### config.mk
export PLATFORM = sky130hd
export DESIGN_NAME = hand_tracker_top
export DESIGN_NICKNAME = d
export VERILOG_FILES = /design/src/logic/hand_tracker_pkg.sv /design/src/logic/center_of_mass.sv /design/src/logic/chroma_threshold.sv /design/src/logic/hand_position_collector.sv /design/src/logic/hand_tracker_top.sv /design/src/logic/raster_timing.sv /design/src/logic/ycrcb_convert.sv
export SDC_FILE = /design/constraint.sdc
export NUM_CORES = 2
export LEC_CHECK = 0
export ABC_AREA = 1
export ABC_CLOCK_PERIOD_IN_PS = 4600
export BUFFER_PORTS_ARGS = -buffer_cell sky130_fd_sc_hd__buf_4
export CAP_MARGIN = 0
export CORE_MARGIN = 2
export CORE_UTILIZATION = 60
export CTS_CLUSTER_DIAMETER = 30
export CTS_CLUSTER_SIZE = 24
export DETAILED_ROUTE_END_ITERATION = 10
export PLACE_DENSITY_LB_ADDON = 0.08
export SYNTH_ARGS = -nofsm -noshare
export SYNTH_HDL_FRONTEND = slang
export SYNTH_SLANG_ARGS = --single-unit
### constraint.sdc
create_clock -name clk_65mhz -period 4.6 [get_ports clk_65mhz]
set_input_delay 0.23 -clock clk_65mhz [delete_from_list [all_inputs] [get_ports clk_65mhz]]
set_output_delay 0.23 -clock clk_65mhz [all_outputs]
set_load 0.02 [all_outputs]
### src/logic/hand_tracker_pkg.sv
package hand_tracker_pkg;

  // scan position widths
  typedef logic [10:0] hcount_t;
  typedef logic [9:0] vcount_t;

  // one raster position plus its flags
  typedef struct packed {
    hcount_t hcount;
    vcount_t vcount;
    logic active;
    logic frame_end;
  } scan_pos_t;

  typedef struct packed {
    logic [4:0] r;
    logic [5:0] g;
    logic [4:0] b;
  } rgb565_t;

  typedef struct packed {
    logic [9:0] y;
    logic [9:0] cr;
    logic [9:0] cb;
  } ycrcb_t;

  // compared against cr[9:6] and cb[9:6]
  typedef struct packed {
    logic [3:0] cr_min;
    logic [3:0] cb_min;
  } chroma_bounds_t;

  // tracker index, also the hand index
  typedef enum logic [0:0] {
    TRACK_CR = 1'b0,
    TRACK_CB = 1'b1
  } tracker_id_e;

  localparam int N_TRACKERS = 2;

  typedef struct packed {
    hcount_t x;
    vcount_t y;
  } com_result_t;

  // camera sits rotated, so hand_x comes from the tracker's y
  typedef struct packed {
    logic [11:0] hand_x;
    logic [11:0] hand_y;
  } hand_position_t;

  typedef enum logic {
    DIV_IDLE,
    DIV_RUN
  } div_state_e;

  // accumulator widths, sized for a 1024x768 frame
  localparam int COM_SUM_W = 32;
  localparam int COM_CNT_W = 20;

  // bt.601, scaled by 256
  localparam logic [7:0] YCRCB_COEF_Y_R = 8'd77;
  localparam logic [7:0] YCRCB_COEF_Y_G = 8'd150;
  localparam logic [7:0] YCRCB_COEF_Y_B = 8'd29;
  localparam logic [7:0] YCRCB_COEF_CR_R = 8'd128;
  localparam logic [7:0] YCRCB_COEF_CR_G = 8'd107;
  localparam logic [7:0] YCRCB_COEF_CR_B = 8'd21;
  localparam logic [7:0] YCRCB_COEF_CB_R = 8'd43;
  localparam logic [7:0] YCRCB_COEF_CB_G = 8'd85;
  localparam logic [7:0] YCRCB_COEF_CB_B = 8'd128;
  // chroma midpoint 512, already scaled by 256
  localparam logic signed [19:0] YCRCB_CHROMA_OFS = 20'sd131072;

endpackage

### src/logic/center_of_mass.sv
`timescale 1ns/1ps

module center_of_mass import hand_tracker_pkg::*; (
  input logic clk_65mhz,
  input logic sys_rst,
  input logic mark,
  input scan_pos_t pos,
  output com_result_t com,
  output logic com_valid
);

  // remainder on top, dividend shifting into quotient below
  localparam int DIV_W = COM_CNT_W + COM_SUM_W;
  localparam int STEP_W = $clog2(COM_SUM_W);

  logic [COM_SUM_W-1:0] sum_x, sum_y;
  logic [COM_CNT_W-1:0] count;
  logic [COM_SUM_W-1:0] tot_x, tot_y;
  logic [COM_CNT_W-1:0] tot_cnt;
  logic start;
  div_state_e state;
  logic [STEP_W-1:0] step;
  logic [COM_CNT_W-1:0] divisor;
  logic [DIV_W-1:0] div_x, div_y;

  // one restoring step
  function automatic logic [DIV_W-1:0] div_step(
    input logic [DIV_W-1:0] acc,
    input logic [COM_CNT_W-1:0] d
  );
    logic [COM_CNT_W:0] trial;
    logic [COM_CNT_W:0] diff;
    trial = {acc[DIV_W-1:COM_SUM_W], acc[COM_SUM_W-1]};
    diff = trial - {1'b0, d};
    if (trial >= {1'b0, d}) begin
      return {diff[COM_CNT_W-1:0], acc[COM_SUM_W-2:0], 1'b1};
    end
    return {trial[COM_CNT_W-1:0], acc[COM_SUM_W-2:0], 1'b0};
  endfunction

  // running totals including the current position
  always_comb begin
    tot_x = sum_x + (mark ? COM_SUM_W'(pos.hcount) : '0);
    tot_y = sum_y + (mark ? COM_SUM_W'(pos.vcount) : '0);
    tot_cnt = count + COM_CNT_W'(mark);
  end

  // empty frames never start the divider
  assign start = pos.frame_end && (tot_cnt != '0);

  always_ff @(posedge clk_65mhz) begin
    if (sys_rst) begin
      sum_x <= '0;
      sum_y <= '0;
      count <= '0;
      state <= DIV_IDLE;
      step <= '0;
      com_valid <= 1'b0;
    end else begin
      com_valid <= 1'b0;
      // next frame accumulates from scratch right away
      if (pos.frame_end) begin
        sum_x <= '0;
        sum_y <= '0;
        count <= '0;
      end else begin
        sum_x <= tot_x;
        sum_y <= tot_y;
        count <= tot_cnt;
      end
      if (start) begin
        state <= DIV_RUN;
        step <= '0;
      end else if (state == DIV_RUN) begin
        step <= step + 1'b1;
        // 32 steps, pulse lands 33 cycles after frame_end at the input
        if (step == STEP_W'(COM_SUM_W - 1)) begin
          state <= DIV_IDLE;
          com_valid <= 1'b1;
        end
      end
    end
  end

  // both axes share the divisor and step in parallel
  always_ff @(posedge clk_65mhz) begin
    if (start) begin
      divisor <= tot_cnt;
      div_x <= {COM_CNT_W'(0), tot_x};
      div_y <= {COM_CNT_W'(0), tot_y};
    end else if (state == DIV_RUN) begin
      div_x <= div_step(div_x, divisor);
      div_y <= div_step(div_y, divisor);
    end
  end

  // quotients, mean always fits the scan widths
  assign com.x = div_x[$bits(hcount_t)-1:0];
  assign com.y = div_y[$bits(vcount_t)-1:0];

endmodule

### src/logic/chroma_threshold.sv
`timescale 1ns/1ps

module chroma_threshold import hand_tracker_pkg::*; (
  input logic clk_65mhz,
  input ycrcb_t color,
  input scan_pos_t pos_in,
  input chroma_bounds_t bounds,
  output logic [N_TRACKERS-1:0] mask,
  output scan_pos_t pos_out
);

  logic cr_hit;
  logic cb_hit;

  // only the top nibble of each chroma channel is compared
  assign cr_hit = (color.cr[9:6] >= bounds.cr_min);
  assign cb_hit = (color.cb[9:6] >= bounds.cb_min);

  // mask and position leave together
  always_ff @(posedge clk_65mhz) begin
    // red glove
    mask[TRACK_CR] <= pos_in.active && cr_hit;
    // blue glove
    mask[TRACK_CB] <= pos_in.active && cb_hit;
    pos_out <= pos_in;
  end

endmodule

### src/logic/hand_position_collector.sv
`timescale 1ns/1ps

module hand_position_collector import hand_tracker_pkg::*; (
  input logic clk_65mhz,
  input logic sys_rst,
  input com_result_t com [N_TRACKERS],
  input logic [N_TRACKERS-1:0] com_valid,
  output hand_position_t hands [N_TRACKERS],
  output logic transmit_xy_update
);

  logic [N_TRACKERS-1:0] pending;
  hand_position_t staged [N_TRACKERS];
  logic all_in;

  // x and y trade places for the rotated camera
  function automatic hand_position_t swap_axes(input com_result_t c);
    hand_position_t h;
    h.hand_x = 12'(c.y);
    h.hand_y = 12'(c.x);
    return h;
  endfunction

  // every tracker reported, either earlier or in this cycle
  assign all_in = &(pending | com_valid);

  // newest result per tracker, a repeat just overwrites
  always_ff @(posedge clk_65mhz) begin
    for (int i = 0; i < N_TRACKERS; i++) begin
      if (com_valid[i]) begin
        staged[i] <= swap_axes(com[i]);
      end
    end
  end

  always_ff @(posedge clk_65mhz) begin
    if (sys_rst) begin
      pending <= '0;
      transmit_xy_update <= 1'b0;
      for (int i = 0; i < N_TRACKERS; i++) begin
        hands[i] <= '0;
      end
    end else begin
      transmit_xy_update <= all_in;
      if (all_in) begin
        // publish and start collecting again
        pending <= '0;
        for (int i = 0; i < N_TRACKERS; i++) begin
          hands[i] <= com_valid[i] ? swap_axes(com[i]) : staged[i];
        end
      end else begin
        pending <= pending | com_valid;
      end
    end
  end

endmodule

### src/logic/hand_tracker_top.sv
`timescale 1ns/1ps

module hand_tracker_top import hand_tracker_pkg::*; #(
  parameter int H_ACTIVE = 1024,
  parameter int V_ACTIVE = 768,
  parameter int H_TOTAL = 1344,
  parameter int V_TOTAL = 806
) (
  input logic clk_65mhz,
  input logic sys_rst,
  input rgb565_t pixel,
  input chroma_bounds_t bounds,
  output scan_pos_t scan_pos,
  output hand_position_t hands [N_TRACKERS],
  output logic transmit_xy_update
);

  ycrcb_t color;
  scan_pos_t conv_pos;
  logic [N_TRACKERS-1:0] mask;
  scan_pos_t thr_pos;
  com_result_t com [N_TRACKERS];
  logic [N_TRACKERS-1:0] com_valid;

  // raster source, pixel comes back in the same cycle
  raster_timing #(
    .H_ACTIVE(H_ACTIVE),
    .V_ACTIVE(V_ACTIVE),
    .H_TOTAL(H_TOTAL),
    .V_TOTAL(V_TOTAL)
  ) u_raster (
    .clk_65mhz(clk_65mhz),
    .sys_rst(sys_rst),
    .scan_pos(scan_pos)
  );

  // 3 cycles
  ycrcb_convert u_convert (
    .clk_65mhz(clk_65mhz),
    .pixel(pixel),
    .pos_in(scan_pos),
    .color(color),
    .pos_out(conv_pos)
  );

  // 1 cycle
  chroma_threshold u_threshold (
    .clk_65mhz(clk_65mhz),
    .color(color),
    .pos_in(conv_pos),
    .bounds(bounds),
    .mask(mask),
    .pos_out(thr_pos)
  );

  // one tracker per mask bit
  for (genvar i = 0; i < N_TRACKERS; i++) begin : g_tracker
    center_of_mass u_com (
      .clk_65mhz(clk_65mhz),
      .sys_rst(sys_rst),
      .mark(mask[i]),
      .pos(thr_pos),
      .com(com[i]),
      .com_valid(com_valid[i])
    );
  end

  hand_position_collector u_collector (
    .clk_65mhz(clk_65mhz),
    .sys_rst(sys_rst),
    .com(com),
    .com_valid(com_valid),
    .hands(hands),
    .transmit_xy_update(transmit_xy_update)
  );

endmodule

### src/logic/raster_timing.sv
`timescale 1ns/1ps

module raster_timing import hand_tracker_pkg::*; #(
  parameter int H_ACTIVE = 1024,
  parameter int V_ACTIVE = 768,
  parameter int H_TOTAL = 1344,
  parameter int V_TOTAL = 806
) (
  input logic clk_65mhz,
  input logic sys_rst,
  output scan_pos_t scan_pos
);

  hcount_t h_next;
  vcount_t v_next;
  logic line_end;
  logic frame_wrap;

  // next position, wrapping at the totals
  always_comb begin
    line_end = (scan_pos.hcount == hcount_t'(H_TOTAL - 1));
    frame_wrap = (scan_pos.vcount == vcount_t'(V_TOTAL - 1));
    if (line_end) begin
      h_next = '0;
    end else begin
      h_next = scan_pos.hcount + 1'b1;
    end
    if (!line_end) begin
      v_next = scan_pos.vcount;
    end else if (frame_wrap) begin
      v_next = '0;
    end else begin
      v_next = scan_pos.vcount + 1'b1;
    end
  end

  // flags are formed from the next position so they line up
  // with the registered counters
  always_ff @(posedge clk_65mhz) begin
    if (sys_rst) begin
      // parked at 0,0 and inactive
      scan_pos <= '0;
    end else begin
      scan_pos.hcount <= h_next;
      scan_pos.vcount <= v_next;
      scan_pos.active <= (h_next < hcount_t'(H_ACTIVE)) &&
                         (v_next < vcount_t'(V_ACTIVE));
      // last visible pixel of the frame
      scan_pos.frame_end <= (h_next == hcount_t'(H_ACTIVE - 1)) &&
                            (v_next == vcount_t'(V_ACTIVE - 1));
    end
  end

endmodule

### src/logic/ycrcb_convert.sv
`timescale 1ns/1ps

module ycrcb_convert import hand_tracker_pkg::*; (
  input logic clk_65mhz,
  input rgb565_t pixel,
  input scan_pos_t pos_in,
  output ycrcb_t color,
  output scan_pos_t pos_out
);

  logic [9:0] r10, g10, b10;
  // stage 1 products
  logic [17:0] p_y_r, p_y_g, p_y_b;
  logic [17:0] p_cr_r, p_cr_g, p_cr_b;
  logic [17:0] p_cb_r, p_cb_g, p_cb_b;
  // stage 2 sums
  logic [18:0] y_sum;
  logic signed [19:0] cr_diff, cb_diff;
  logic signed [19:0] cr_ofs, cb_ofs;
  // position travels with the data
  scan_pos_t pos_d1, pos_d2;

  // msb replication so full scale maps to 1023
  assign r10 = {pixel.r, pixel.r};
  assign g10 = {pixel.g, pixel.g[5:2]};
  assign b10 = {pixel.b, pixel.b};

  // multiply
  always_ff @(posedge clk_65mhz) begin
    p_y_r <= r10 * YCRCB_COEF_Y_R;
    p_y_g <= g10 * YCRCB_COEF_Y_G;
    p_y_b <= b10 * YCRCB_COEF_Y_B;
    p_cr_r <= r10 * YCRCB_COEF_CR_R;
    p_cr_g <= g10 * YCRCB_COEF_CR_G;
    p_cr_b <= b10 * YCRCB_COEF_CR_B;
    p_cb_r <= r10 * YCRCB_COEF_CB_R;
    p_cb_g <= g10 * YCRCB_COEF_CB_G;
    p_cb_b <= b10 * YCRCB_COEF_CB_B;
    pos_d1 <= pos_in;
  end

  // sum, chroma goes signed here
  always_ff @(posedge clk_65mhz) begin
    y_sum <= p_y_r + p_y_g + p_y_b;
    cr_diff <= signed'({2'b00, p_cr_r}) - signed'({2'b00, p_cr_g}) -
               signed'({2'b00, p_cr_b});
    cb_diff <= signed'({2'b00, p_cb_b}) - signed'({2'b00, p_cb_r}) -
               signed'({2'b00, p_cb_g});
    pos_d2 <= pos_d1;
  end

  // offset back to unsigned, range is 0..1023 after the shift
  assign cr_ofs = cr_diff + YCRCB_CHROMA_OFS;
  assign cb_ofs = cb_diff + YCRCB_CHROMA_OFS;

  always_ff @(posedge clk_65mhz) begin
    color.y <= y_sum[17:8];
    color.cr <= cr_ofs[17:8];
    color.cb <= cb_ofs[17:8];
    pos_out <= pos_d2;
  end

endmodule

==> summary.md <==
| Metric | Value |
|---|---|
| Outcome | completed |
| Tmin final | 3.82 ns |
| Die area | 0.0698 mm2 |
| Synth cell count leaders | 1448 x nand2_1, 830 x inv_1, 552 x dfxtp_1, 427 x nor2_1, 323 x nand3_1 |
| Maximum vdd drop | around 390 uV |
| H-tree depth | 4 |
| Actual slew at the worst max-slew pin | 1.25 ns |
| Root Driver | clkbuf_16 |
| Clock Pin Slew Worst Setup and Hold Paths | 0.06 ns |
| Final ANT Viol Nets | 0 |
| Antenna Cells | 0 |
| Setup CP Type | flip-flop to flip-flop |
| Arr. time, crit path | 4.24 ns |
| HPWL after DPL | 70400 um |
| Setup bufs post-CTS | 0 |
| Final setup vio count | 0 |
| Worst reg2reg path startpoint | u_threshold.mask[0]$_DFF_P_ |
| Synthesis-stage register bit count | 720 |
| CTS buffer count | between 100 and 150 |
| EDFF count, synth | 168 |
| Min-delay worst type | input port to flip-flop |
| Largest net degree at the start of global routing | 82 |
| DIE HEIGHT | ~260 um |
| Avg WL per Cell | about 15 um |
| Post-synth cell types | between 40 and 50 |
| Row cnt | 95 |
| Avg Cell Area, Syn | ~7.6 um2 |
| Clock sink count | about 700 |
| Synthesis warning total | 0 |
| Clk buf depth | 3 |
| Synth top area share | 0.272 |
| First-pass detailed-route iteration total | 6 |
| Die W | 264 um |
| Final setup margin | 0.777 ns |
| Drt initial violations | 2271 |
| Power Total | between 20 and 25 mW |
| Crit share post-route | 0.831 |
| Post-synthesis sequential area ratio | 0.396 |
| Number of global-route vias before repair | 32.7k |
| Clk_lat worst skew | 0.74 ns |
| RD Place Congestion | 0.948 |
| Layout cells sized above 1 | 0.0707 |
| Initial antenna violation count | 2 |
| Kind of start point of the critical path | flip-flop |
| PwrDens | approximately 460 mW/mm2 |
| Area grow syn2layout | 15.8% |
| WL final | roughly 97000 um |
| Final hold vios | 0 |
| FILL cells | about 5.6k |
| Worst setup path end | g_tracker[0].u_com.div_y[1]$_DFFE_PP_ |
| Crit-path max FO | 81 |
| Final Net Count | 5884 |
| Number of port buffers | between 90 and 100 |
| FF-to-FF path depth | 13 |
| Setup crit end kind | flip-flop |
| Cts repair resizes | 0 |
| Top FF cell, synth | dfxtp_1 |
| First-pass GRT wire length | between 150000 and 200000 um |
| Mapped Area | 0.0406 mm2 |
| Lkg Pwr | 23.0 nW |
| Synth area leader | dfxtp_1 |
| Starting density of the core | 0.606 |
| IO Pins | 98 |
| Core area | 0.0670 mm2 |
| Max-slew violations | 0 |
| Max Cap Viol | 0 |
| Worst R2R End | g_tracker[0].u_com.div_y[1]$_DFFE_PP_ |
| GRT Total Usage | 0.281 |
| Setup_tns | 0 ns |
| Synth async-reset ratio | 0 |
| Total number of vias | between 30k and 40k |
| Clock Skews | 0.0384 ns |
| Most numerous cell in the Yosys netlist | nand2_1 |
| Slew margin rel. | 0.167 |
| Via density | 5.23 |
| Synth Instances | approximately 5.3k |
| # DRC | 0 |
| Reg2reg setup slack | 0.78 ns |
| Gr ovfl total | 0 |
| CTS tree | yes |
| Fmax | 262 MHz |
| Critical path data required time | 5.01 ns |
| Crit path launch | u_threshold.mask[0]$_DFF_P_ |
| Largest cells by area after synthesis | dfxtp_1 27%, nand2_1 13%, edfxtp_1 12%, ha_1 9.8%, inv_1 7.7% |
| DP Worst Slack | 0.671 ns |
| RSZ-0062 raised after global routing | no |
-- power by group --
part           total [mW]  internal, mW  switching (mW)  leakage (nW)
Clock                10.2          6.53            3.69          2.35
Combinational        4.17          1.60            2.57          14.7
Sequential           7.04          6.88           0.163          5.95
-- cells in the final DEF (no fill, tap or decap), drive strengths merged, types with 168 or more instances in the layout --
master	netlist	final
a21oi	249	249
clkbuf	65	172
dfxtp	552	552
edfxtp	168	168
ha	318	318
inv	832	866
nand2	1454	1454
nand3	327	327
nor2	434	434
o21ai	233	233
-- repair_timing --
| item | in CTS | in global routing |
|---|---|---|
| endpoints found under the hold margin | 45 | 0 |
| endpoints found under the setup margin | 0 | 0 |
| hold buffers | 16 | 0 |
-- critical path, cell delays in order, from the launching register on --
cell     delay [ns]
dfxtp_1        0.34
ha_1           0.20
ha_1           0.23
nand3_2        0.13
nor2_4         0.16
nand2_2        0.08
nor2_2         0.12
xor2_1         0.25
nand2_1        0.09
nor2_1         0.13
nand3_2        0.34
nand2_4        0.51
buf_4          0.68
o21ai_0        0.20
-- kinds of logic (layout without fill, tap and decap cells) --
logic type | Yosys count | in the layout | share of synthesized area
compound gates | 593 | 593 | 0.0813
xor+xnor | 198 | 198 | 0.0427
fa+ha+maj | 391 | 391 | 0.134
buf+inv | 959 | 1222 | 0.0928
flops | 720 | 720 | 0.396
mux | 4 | 4 | 0.000986
other cells | 1 | 6 | 0.0000923
simple gates | 2450 | 2450 | 0.252
-- worst min-delay path by stage --
stage	from	endpoint	depth (start not counted)
6_report	bounds[3]	u_threshold.mask[1]$_DFF_P_	5
3_5_place_dp	u_convert.cb_diff[15]$_DFF_P_	u_convert.color[7]$_DFF_P_	0
5_1_grt	bounds[3]	u_threshold.mask[1]$_DFF_P_	5
4_1_cts	bounds[3]	u_threshold.mask[1]$_DFF_P_	5
3_3_place_gp	u_convert.pos_d1[0]$_DFF_P_	u_convert.pos_d2[0]$_DFF_P_	0
2_1_floorplan	pixel[4]	u_convert.p_cb_b[11]$_DFF_P_	0
-- stage by stage --
stage	hold WS (ns)	area [um2]	instances	utilization
after floorplan	0.258	40600	5321	-
final	0.0794	47000	6457	0.702
after global placement	0.310	42000	6184	0.627
after detailed placement	0.312	42000	6184	0.627
after CTS	0.0421	47000	6457	0.702
after global routing	0.0890	47000	6457	0.702
-- layout make-up --
type / instances / area, um2 / area share
multi-input combinational: 3642 / 20800 / 0.442
sequential: 720 / 16100 / 0.342
clock buffer: 172 / 3780 / 0.0805
inverter: 832 / 3120 / 0.0664
tap: 873 / 1090 / 0.0232
clock inverter: 85 / 1080 / 0.0229
timing repair buffer: 133 / 1050 / 0.0223
-- flip-flops by register name, indices dropped and copies added (netlist names), 40 cells and up --
| name | flops |
|---|---|
| u_collector.staged | 42 |
| g_tracker.u_com.div_x | 104 |
| g_tracker.u_com.sum_y | 64 |
| g_tracker.u_com.count | 40 |
| hands | 42 |
| g_tracker.u_com.divisor | 40 |
| g_tracker.u_com.sum_x | 64 |
| g_tracker.u_com.div_y | 104 |
-- layer usage --
layer,vias up,track usage,routed length (um)
li1,17400,-,-
met1,15400,0.375,45100
met2,779,0.455,43500
met3,209,0.0434,4740
met4,2,0.121,3460
met5,-,0,12
(Power assumes the default switching activity.)
